### src/include/wisc_settings.svh
`ifndef WISC_SETTINGS_SVH
`define WISC_SETTINGS_SVH

// core sizing

// data and instruction word width
`define WISC_WORD_W 16

// architectural registers, r7 doubles as link register
`define WISC_REG_CNT 8

// reset vector
`define WISC_RESET_PC 16'h0000

// every instruction is one word, two bytes
`define WISC_INSTR_BYTES 2

`endif
### src/rtl/wisc_pkg.sv
`default_nettype none

`include "wisc_settings.svh"

package wisc_pkg;

   typedef logic [`WISC_WORD_W-1:0]          word_t;
   typedef logic [$clog2(`WISC_REG_CNT)-1:0] reg_addr_t;
   typedef logic [4:0]                       opcode_t;
   typedef logic [3:0]                       alu_op_t;
   typedef logic [2:0]                       br_kind_t;

   // i-format 1, arithmetic and logic
   localparam opcode_t OP_ADDI  = 5'b01000;
   localparam opcode_t OP_SUBI  = 5'b01001;
   localparam opcode_t OP_XORI  = 5'b01010;
   localparam opcode_t OP_ANDNI = 5'b01011;
   // i-format 1, shifts and rotates
   localparam opcode_t OP_ROLI  = 5'b10100;
   localparam opcode_t OP_SLLI  = 5'b10101;
   localparam opcode_t OP_RORI  = 5'b10110;
   localparam opcode_t OP_SRLI  = 5'b10111;
   // i-format 2
   localparam opcode_t OP_LBI   = 5'b11000;
   localparam opcode_t OP_SLBI  = 5'b10010;
   localparam opcode_t OP_BEQZ  = 5'b01100;
   localparam opcode_t OP_BNEZ  = 5'b01101;
   localparam opcode_t OP_BLTZ  = 5'b01110;
   localparam opcode_t OP_BGEZ  = 5'b01111;
   localparam opcode_t OP_JR    = 5'b00101;
   localparam opcode_t OP_JALR  = 5'b00111;
   // j-format
   localparam opcode_t OP_J     = 5'b00100;
   localparam opcode_t OP_JAL   = 5'b00110;

   localparam alu_op_t ALU_ADD   = 4'd0;
   localparam alu_op_t ALU_RSUB  = 4'd1;
   localparam alu_op_t ALU_XOR   = 4'd2;
   localparam alu_op_t ALU_ANDN  = 4'd3;
   localparam alu_op_t ALU_ROL   = 4'd4;
   localparam alu_op_t ALU_SLL   = 4'd5;
   localparam alu_op_t ALU_ROR   = 4'd6;
   localparam alu_op_t ALU_SRL   = 4'd7;
   localparam alu_op_t ALU_PASSB = 4'd8;
   localparam alu_op_t ALU_SLB   = 4'd9;
   localparam alu_op_t ALU_LINK  = 4'd10;

   localparam br_kind_t BR_NONE = 3'd0;
   localparam br_kind_t BR_EQZ  = 3'd1;
   localparam br_kind_t BR_NEZ  = 3'd2;
   localparam br_kind_t BR_LTZ  = 3'd3;
   localparam br_kind_t BR_GEZ  = 3'd4;
   localparam br_kind_t BR_REL  = 3'd5;
   localparam br_kind_t BR_REG  = 3'd6;

endpackage

`default_nettype wire

### src/rtl/exec_core.sv
`timescale 1ns/1ns
`default_nettype none

`include "wisc_settings.svh"

module exec_core (
   input  logic                clk,
   input  logic                rst,
   input  wisc_pkg::word_t     instr,
   input  logic                instr_valid,
   output wisc_pkg::word_t     pc,
   output logic                retire,
   output logic                wr_en,
   output wisc_pkg::reg_addr_t wr_reg,
   output wisc_pkg::word_t     wr_data
);

   import wisc_pkg::*;

   reg_addr_t rd_a_sel;
   reg_addr_t rd_b_sel;
   reg_addr_t wr_sel;
   logic      reg_wr;
   alu_op_t   alu_op;
   br_kind_t  br_kind;
   word_t     immed;
   word_t     rs_val;
   word_t     rd_val;
   word_t     result;
   word_t     pc_plus2;
   word_t     next_pc;
   logic      rf_wr_en;
   logic      take_branch;

   instr_decode u_instr_decode (
      .instr(instr), .rd_a_sel(rd_a_sel), .rd_b_sel(rd_b_sel), .wr_sel(wr_sel),
      .reg_wr(reg_wr), .alu_op(alu_op), .br_kind(br_kind)
   );

   extension_unit u_extension_unit (.instr(instr), .immed(immed));

   register_file u_register_file (
      .clk(clk), .rst(rst), .rd_a_sel(rd_a_sel), .rd_b_sel(rd_b_sel),
      .wr_sel(wr_sel), .wr_en(rf_wr_en), .wr_data(result),
      .rd_a_val(rs_val), .rd_b_val(rd_val)
   );

   alu u_alu (
      .a(rs_val), .b(rd_val), .immed(immed), .pc_plus2(pc_plus2),
      .alu_op(alu_op), .result(result)
   );

   assign rf_wr_en = instr_valid & reg_wr;
   assign pc_plus2 = pc + word_t'(`WISC_INSTR_BYTES);

   // branch condition on rs
   always_comb begin
      case (br_kind)
         BR_EQZ:  take_branch = (rs_val == '0);
         BR_NEZ:  take_branch = (rs_val != '0);
         BR_LTZ:  take_branch = rs_val[$bits(word_t)-1];
         BR_GEZ:  take_branch = ~rs_val[$bits(word_t)-1];
         BR_REL:  take_branch = 1'b1;
         default: take_branch = 1'b0;
      endcase
   end

   // jr and jalr are absolute off rs, the rest pc-relative
   assign next_pc = (br_kind == BR_REG) ? rs_val + immed
                  : take_branch         ? pc_plus2 + immed
                  :                       pc_plus2;

   always_ff @(posedge clk) begin
      if (rst) begin
         pc     <= word_t'(`WISC_RESET_PC);
         retire <= 1'b0;
         wr_en  <= 1'b0;
      end else begin
         retire <= instr_valid;
         wr_en  <= rf_wr_en;
         if (instr_valid) begin
            pc <= next_pc;
         end
      end
   end

   // write record, meaningful while retire is high
   always_ff @(posedge clk) begin
      wr_reg  <= wr_sel;
      wr_data <= result;
   end

endmodule

`default_nettype wire

### src/rtl/alu.sv
`timescale 1ns/1ns
`default_nettype none

module alu (
   input  wisc_pkg::word_t   a,
   input  wisc_pkg::word_t   b,
   input  wisc_pkg::word_t   immed,
   input  wisc_pkg::word_t   pc_plus2,
   input  wisc_pkg::alu_op_t alu_op,
   output wisc_pkg::word_t   result
);

   import wisc_pkg::*;

   localparam int W = $bits(word_t);

   logic [3:0]     shamt;
   logic [2*W-1:0] rot_left;
   logic [2*W-1:0] rot_right;

   // only the low four bits of the immediate count
   assign shamt = immed[3:0];

   // rotate by shifting the doubled word, then keep one half
   assign rot_left  = {a, a} << shamt;
   assign rot_right = {a, a} >> shamt;

   always_comb begin
      case (alu_op)
         ALU_ADD: begin
            result = a + immed;
         end

         // subi computes immediate minus rs
         ALU_RSUB: begin
            result = immed - a;
         end

         ALU_XOR: begin
            result = a ^ immed;
         end

         ALU_ANDN: begin
            result = a & ~immed;
         end

         ALU_ROL: begin
            result = rot_left[2*W-1:W];
         end

         ALU_SLL: begin
            result = a << shamt;
         end

         ALU_ROR: begin
            result = rot_right[W-1:0];
         end

         ALU_SRL: begin
            result = a >> shamt;
         end

         // lbi, immediate already sign extended
         ALU_PASSB: begin
            result = immed;
         end

         // b holds rs for slbi
         ALU_SLB: begin
            result = (b << 8) | word_t'(immed[7:0]);
         end

         ALU_LINK: begin
            result = pc_plus2;
         end

         default: begin
            result = '0;
         end
      endcase
   end

endmodule

`default_nettype wire

### src/rtl/register_file.sv
`timescale 1ns/1ns
`default_nettype none

`include "wisc_settings.svh"

module register_file (
   input  logic                clk,
   input  logic                rst,
   input  wisc_pkg::reg_addr_t rd_a_sel,
   input  wisc_pkg::reg_addr_t rd_b_sel,
   input  wisc_pkg::reg_addr_t wr_sel,
   input  logic                wr_en,
   input  wisc_pkg::word_t     wr_data,
   output wisc_pkg::word_t     rd_a_val,
   output wisc_pkg::word_t     rd_b_val
);

   import wisc_pkg::*;

   word_t regs [`WISC_REG_CNT];

   // every register comes out of reset as zero
   always_ff @(posedge clk) begin
      if (rst) begin
         for (int i = 0; i < `WISC_REG_CNT; i++) begin
            regs[i] <= '0;
         end
      end else if (wr_en) begin
         regs[wr_sel] <= wr_data;
      end
   end

   // asynchronous reads
   // a write lands at the edge, so the next instruction sees it
   assign rd_a_val = regs[rd_a_sel];
   assign rd_b_val = regs[rd_b_sel];

endmodule

`default_nettype wire

### src/rtl/instr_decode.sv
`timescale 1ns/1ns
`default_nettype none

module instr_decode (
   input  wisc_pkg::word_t     instr,
   output wisc_pkg::reg_addr_t rd_a_sel,
   output wisc_pkg::reg_addr_t rd_b_sel,
   output wisc_pkg::reg_addr_t wr_sel,
   output logic                reg_wr,
   output wisc_pkg::alu_op_t   alu_op,
   output wisc_pkg::br_kind_t  br_kind
);

   import wisc_pkg::*;

   localparam reg_addr_t LINK_REG = 3'd7;

   opcode_t   opcode;
   reg_addr_t rs_field;
   reg_addr_t rd_field;

   assign opcode   = instr[15:11];
   assign rs_field = instr[10:8];
   assign rd_field = instr[7:5];

   // port a always reads rs
   assign rd_a_sel = rs_field;

   // slbi needs rs on port b for the byte merge
   assign rd_b_sel = (opcode == OP_SLBI) ? rs_field : rd_field;

   always_comb begin
      reg_wr  = 1'b0;
      wr_sel  = rd_field;
      alu_op  = ALU_ADD;
      br_kind = BR_NONE;

      case (opcode)
         OP_ADDI:  begin reg_wr = 1'b1; alu_op = ALU_ADD;  end
         OP_SUBI:  begin reg_wr = 1'b1; alu_op = ALU_RSUB; end
         OP_XORI:  begin reg_wr = 1'b1; alu_op = ALU_XOR;  end
         OP_ANDNI: begin reg_wr = 1'b1; alu_op = ALU_ANDN; end
         OP_ROLI:  begin reg_wr = 1'b1; alu_op = ALU_ROL;  end
         OP_SLLI:  begin reg_wr = 1'b1; alu_op = ALU_SLL;  end
         OP_RORI:  begin reg_wr = 1'b1; alu_op = ALU_ROR;  end
         OP_SRLI:  begin reg_wr = 1'b1; alu_op = ALU_SRL;  end

         // byte loads write back into the rs field
         OP_LBI: begin
            reg_wr = 1'b1;
            wr_sel = rs_field;
            alu_op = ALU_PASSB;
         end
         OP_SLBI: begin
            reg_wr = 1'b1;
            wr_sel = rs_field;
            alu_op = ALU_SLB;
         end

         OP_BEQZ: br_kind = BR_EQZ;
         OP_BNEZ: br_kind = BR_NEZ;
         OP_BLTZ: br_kind = BR_LTZ;
         OP_BGEZ: br_kind = BR_GEZ;

         OP_J:  br_kind = BR_REL;
         OP_JR: br_kind = BR_REG;

         // link forms save pc+2 in r7
         OP_JAL: begin
            reg_wr  = 1'b1;
            wr_sel  = LINK_REG;
            alu_op  = ALU_LINK;
            br_kind = BR_REL;
         end
         OP_JALR: begin
            reg_wr  = 1'b1;
            wr_sel  = LINK_REG;
            alu_op  = ALU_LINK;
            br_kind = BR_REG;
         end

         // loads, stores, halt, nop and unknowns
         default: begin
            reg_wr  = 1'b0;
            br_kind = BR_NONE;
         end
      endcase
   end

endmodule

`default_nettype wire

### src/rtl/extension_unit.sv
`timescale 1ns/1ns
`default_nettype none

module extension_unit (
   input  wisc_pkg::word_t instr,
   output wisc_pkg::word_t immed
);

   import wisc_pkg::*;

   opcode_t opcode;

   // candidate immediates, one per flavor
   word_t sext5;
   word_t zext5;
   word_t sext8;
   word_t zext8;
   word_t sext11;

   assign opcode = instr[15:11];

   assign sext5  = {{11{instr[4]}}, instr[4:0]};
   assign zext5  = {11'h000, instr[4:0]};
   assign sext8  = {{8{instr[7]}}, instr[7:0]};
   assign zext8  = {8'h00, instr[7:0]};
   assign sext11 = {{5{instr[10]}}, instr[10:0]};

   always_comb begin
      case (opcode)
         // pc-relative jumps carry the widest displacement
         OP_J,
         OP_JAL: begin
            immed = sext11;
         end

         OP_ADDI,
         OP_SUBI: begin
            immed = sext5;
         end

         // logic ops treat the field as a mask
         OP_XORI,
         OP_ANDNI: begin
            immed = zext5;
         end

         // low byte is merged under the shifted register
         OP_SLBI: begin
            immed = zext8;
         end

         OP_LBI,
         OP_JR,
         OP_JALR: begin
            immed = sext8;
         end

         // branch offsets
         OP_BEQZ,
         OP_BNEZ,
         OP_BLTZ,
         OP_BGEZ: begin
            immed = sext8;
         end

         // shifts, rotates, memory ops
         default: begin
            immed = sext5;
         end
      endcase
   end

endmodule

`default_nettype wire

### config.mk
export PLATFORM = sky130hd
export DESIGN_NAME = exec_core
export DESIGN_NICKNAME = d
export VERILOG_FILES = /design/src/rtl/wisc_pkg.sv /design/src/rtl/exec_core.sv /design/src/rtl/alu.sv /design/src/rtl/register_file.sv /design/src/rtl/instr_decode.sv /design/src/rtl/extension_unit.sv
export VERILOG_INCLUDE_DIRS = /design/src /design/src/include
export SDC_FILE = /design/constraint.sdc
export NUM_CORES = 1
export LEC_CHECK = 0
export CAP_MARGIN = 10
export CORE_UTILIZATION = 31
export CTS_BUF_LIST = sky130_fd_sc_hd__clkbuf_2
export DETAILED_ROUTE_END_ITERATION = 10
export DONT_BUFFER_PORTS = 1
export PLACE_DENSITY = 0.47
export SLEW_MARGIN = 20
export SYNTH_ARGS = -nofsm -noshare
export SYNTH_HDL_FRONTEND = slang
export SYNTH_SLANG_ARGS = --single-unit
export TNS_END_PERCENT = 100
### constraint.sdc
create_clock -name clk -period 5.4 [get_ports clk]
set_clock_uncertainty 0.2 [all_clocks]
set_input_delay 0.27 -clock clk [delete_from_list [all_inputs] [get_ports clk]]
set_output_delay 0.27 -clock clk [all_outputs]
set_load 0.02 [all_outputs]
---- Yosys cells after proc, flatten, opt, wreduce, memory -nomap -nowiden ----
Memories as Yosys holds them, arrays and structs flattened.
Index checks and enable logic that the tools add are counted.
word-level totals
  RAM bits ................................ 128
  output and inout port bits .............. 37
  word-level logic and storage cells ...... 83
  register bits ........................... 37
  memories ................................ 1
  input port bits ......................... 19
operators by class
  add/sub/neg operators ................... 4
  mux-type cells .......................... 18
  shift-type cells ........................ 4
  reductions and logical operators ........ 11
  equal/unequal tests ..................... 34
  bitwise operators ....................... 6
memory list
  memory                depth  bits a word  rd ports  clocked after memory_dff  write ports  line                 RTL
  u_register_file.regs  8      16           2         0                         8            register_file.sv:20  word_t regs [`WISC_REG_CNT];
operators by type and width
  cell                                                              number
  16-bit one-hot mux with 11 select lines                           1
  16-bit one-hot mux with 4 select lines                            1
  16-bit 2-to-1 mux                                                 3
  5-bit by 4-bit == test with 1-bit output (second input constant)  8
  4-bit one-hot mux with 10 select lines                            1
  16-bit adder                                                      2
  32-bit by 4-bit left shift with 32-bit output                     1
  32-bit by 4-bit >> shifter with 16-bit output                     1
  5-bit == test (second input constant)                             6
  5-bit by 3-bit == test with 1-bit output (second input constant)  4
  3-bit one-hot mux with 6 select lines                             1
  16-bit by 2-bit adder with 16-bit output (second input constant)  1
  16-bit bitwise AND                                                1
  4-bit by 3-bit == test with 1-bit output (second input constant)  4
  16-bit zero test                                                  1
  16-bit NOT                                                        1
  16-bit by 8-bit bitwise OR with 16-bit output                     1
  16-bit nonzero test                                               1
  16-bit OR reduction                                               1
  16-bit by 4-bit left shift with 16-bit output                     1
  16-bit by 4-bit >> shifter with 16-bit output                     1
  16-bit subtractor                                                 1
  16-bit XOR                                                        1
  4-bit == test (second input constant)                             3
  other kinds (15)                                                  30

---- Longest topological paths before layout ----
  depth after elaboration ................. 9
  mapped depth ............................ 18
  depth with buffers taken out ............ 14

---- Modules after synthesis ----
A second synthesis with hierarchy kept.
unflattened totals
  cell total of the unflattened synthesis .. 1462
  area, all modules ....................... 14840.5 um2
modules (own cells, without submodules)
  module          cells an instance  seq. area each (um2)  area an instance (um2)  instances
  register_file   430                3843.7                6974.2                  1
  alu             573                0.0                   4201.5                  1
  exec_core       381                740.7                 3086.7                  1
  instr_decode    48                 0.0                   369.1                   1
  extension_unit  30                 0.0                   209.0                   1

---- Least setup slack after synthesis ----
OpenSTA, ideal clock, no wires.
  path type ............................... input port to flip-flop
  start ................................... in instr[10]
  end ..................................... mem u_register_file.regs[0][14] (netlist name), data pin
  slack ................................... 658 ps
  data required time ...................... 4921 ps
  stages on the path ...................... 16
  library setup time ...................... 279 ps
  arrival ................................. 4263 ps
  buffers on the path ..................... 5
  path through ............................ buf_4 -> buf_2 -> buf_2 -> buf_2 -> nand2_1 -> a21oi_1 -> ha_1 -> clkbuf_1 -> inv_1 -> a21oi_1 -> o21bai_1 -> a221o_1 -> nand3b_1 -> a2111o_1 -> a221oi_2 -> a21oi_1
RTL lines
  item                line                 RTL
  start: declaration  exec_core.sv:9       input wisc_pkg::word_t instr,
  end: declaration    register_file.sv:20

==> run metrics <==
endpoint class of the critical path flop; first-pass iteration count of the detailed router 6; WHS Path Cells 7; compound-gate portion of the synthesized area 0.182; vias in the first global route 12600; sequential fraction of the synthesis area 0.317; largest net degree at the start of global routing 76; fill count 4690; Vias approximately 13000; clk_lat worst skew 1020 ps; Min Hold Slack approximately 37 ps; max reg flops 128; DRC violations left 0; post-synth cell types 96; Hold WC Path Type in2reg; Top reg by flops u_register_file.regs; Final Hold Fails 0; ratio of cells with drive above 1 in the final layout 0.172; final setup margin 149 ps; R2R Setup Slk 150 ps; Primary FF master, synth edfxtp_1; H-tree depth 4; chip width 218 µm; RSZ-0062 raised after global routing false; clock sinks 165; clock transition at the registers of the reported paths about 280 ps; antenna viol nets, final 0; Slew Limit Headroom 0.254; GPL Wtd Cong 0.993; power per standard cell area 245 nW/µm²; wire length after detailed routing 61800 µm; row count between 70 and 80; worst path arrival time around 5800 ps; Largest regs u_register_file.regs x128, pc x16, wr_data x16; path depth of the worst reg2reg path 12; area of the multi-input gates 9210 µm²; TritonCTS clock tree yes; xor-xnor portion of the synthesized cell area 0.0266; mux share of post-synthesis cell area 0.215; #FFs+latches synth 165; initial antenna violation count 3; fmax 190 MHz; EDFF count, synth around 130; fin crit period 5250 ps; worst reg2reg startpoint u_register_file.regs[4][2]$_SDFFCE_PN0P_; commonest non-fill, non-tap cell in the layout nor2_1; initial drt markers 1395; Synth Area in Simple Gates 0.155; Least-Margin Pin Slew 1090 ps; Core ar. 45700 µm²; asr flop ratio synth 0; Via-to-Cell Ratio ~6.1; Static Leak 6.17 nW; Die ar. about 48000 µm²; final worst path period share 0.972; status finished clean; WS Path Type reg2reg; Hold EP pc[15]$_SDFFE_PP0P_; Post-Syn Area 14500 µm²; setup TNS 0 ps; Crit Reg-Reg Endpoint u_register_file.regs[3][8]$_SDFFCE_PN0P_; Placement Setup Slack 664 ps; Worst EP required 5960 ps; peak supply drop 191 µV; Mapped Avg Cell Area 9.90 µm²; synth warn 0; Port Buffers 0; initial core utilization 0.317; crit-path max FO 9; routed len/inst 29.1 µm; cell count after synthesis 1462; Root Buffer clkbuf_2; setup violators final 0; hold_sp instr[15]; clk buf depth 2; final-report max-slew violation count 0; die height 218 µm; Net Count, Synth 1545; Area Growth Syn to Fin 12.0%; GRT overflow 0; most frequent cells in the layout 175 x nor2_1, 128 x edfxtp_1, 107 x nand2_1; sequential cell area roughly 4600 µm²; main combinational cell family by area after synthesis multiplexers; adder-cell share of the synthesized area 0.0569; Tot GR Track Use 0.263; Yosys top cell area share 0.265; final net count approximately 1600; Max-cap violations 0; DP HPWL 44000 µm; first-pass GRT wire length 89900 µm; I/O pin count 56; ranking of synthesized cells by area edfxtp_1 27%, mux4_2 15%, ha_1 5.3%; CTS buffer count 17; crit start category flop; Synth area leader edfxtp_1
where the power goes:
| part | total (mW) | switching (mW) | leakage [nW] | internal [mW] |
|---|---|---|---|---|
| logic | 1.66 | 1.02 | 4.40 | 0.638 |
| clock network | 0.725 | 0.543 | 0.139 | 0.182 |
| registers | 1.58 | 0.126 | 1.63 | 1.46 |
| total | 3.96 | 1.69 | 6.17 | 2.28 |
how the worst max path moves through the flow:
| stage | cells after the start | slack [ps] | end | from |
|---|---|---|---|---|
| final | 12 | 150 | u_register_file.regs[3][8]$_SDFFCE_PN0P_ | u_register_file.regs[4][2]$_SDFFCE_PN0P_ |
| after global placement | 13 | 640 | u_register_file.regs[5][15]$_SDFFCE_PN0P_ | instr[11] |
| after global routing | 14 | 20 | pc[6]$_SDFFE_PP0P_ | pc[2]$_SDFFE_PP0P_ |
| after CTS | 17 | 40 | wr_data[10]$_DFF_P_ | u_register_file.regs[0][0]$_SDFFCE_PN0P_ |
| after floorplan | 16 | 660 | u_register_file.regs[0][14]$_SDFFCE_PN0P_ | instr[10] |
| after detailed placement | 13 | 660 | u_register_file.regs[7][15]$_SDFFCE_PN0P_ | instr[11] |
worst max-delay path: stages (launching register included):
cell,delay [ps]
edfxtp_1,480
mux4_2,500
mux2_2,390
inv_1,230
mux2i_1,160
mux2_2,300
dlygate4sd3_1,580
o211ai_1,160
dlygate4sd3_1,560
o2111ai_1,130
dlygate4sd3_1,660
nor4_4,560
nor2_1,100
through the flow:
step	total power, mW	instances	util	area, µm²
after global routing	4.13	2126	0.355	16200
final	3.96	2127	0.355	16200
after detailed placement	3.10	2018	0.333	15200
after CTS	3.95	2118	0.354	16200
after floorplan	2.59	1462	-	14500
after global placement	3.10	2018	0.333	15200
routing by layer:
metal | global-route usage | vias up | wire [µm]
li1 | - | 5728 | -
met1 | 0.351 | 6617 | 26600
met2 | 0.427 | 539 | 29100
met3 | 0.0390 | 98 | 3900
met4 | 0.106 | 0 | 2210
met5 | 0 | - | 0
cells by family (layout without fill, tap and decap cells):
logic type	after synthesis	count (layout)
AO/OA/AOI/OAI	366	366
XOR/XNOR	44	44
adder cells (fa/ha/maj)	64	64
buffers and inverters	169	231
flip-flops	165	165
multiplexers	188	188
other	0	3
AND/OR/NAND/NOR	466	466
Yosys cell counts, drive strengths merged (37+ instances only):
cell type / n
mux2i: 65
a21oi: 96
clkbuf: 54
nor2: 176
nand2: 107
ha: 61
o21ai: 48
inv: 73
edfxtp: 128
dfxtp: 37
mux4: 94
buf: 41
xnor2: 37
area by class of cell:
class / count / area share
Tap cell: 600 / 0.0463
Inverter: 74 / 0.0171
Sequential cell: 165 / 0.283
Clock buffer: 17 / 0.00525
Timing Repair Buffer: 125 / 0.0712
Antenna cell: 3 / 0.000463
Multi-Input combinational cell: 1128 / 0.568
Clock inverter: 15 / 0.00895
repair_timing:
item | in CTS | in global routing
resized for setup | 0 | 4
setup endpoints to repair | 0 | 31
buffers inserted | 0 | 5
hold buffers | 68 | 2
endpoints found under the hold margin | 293 | 5
Power figures use the tool's default switching activity.
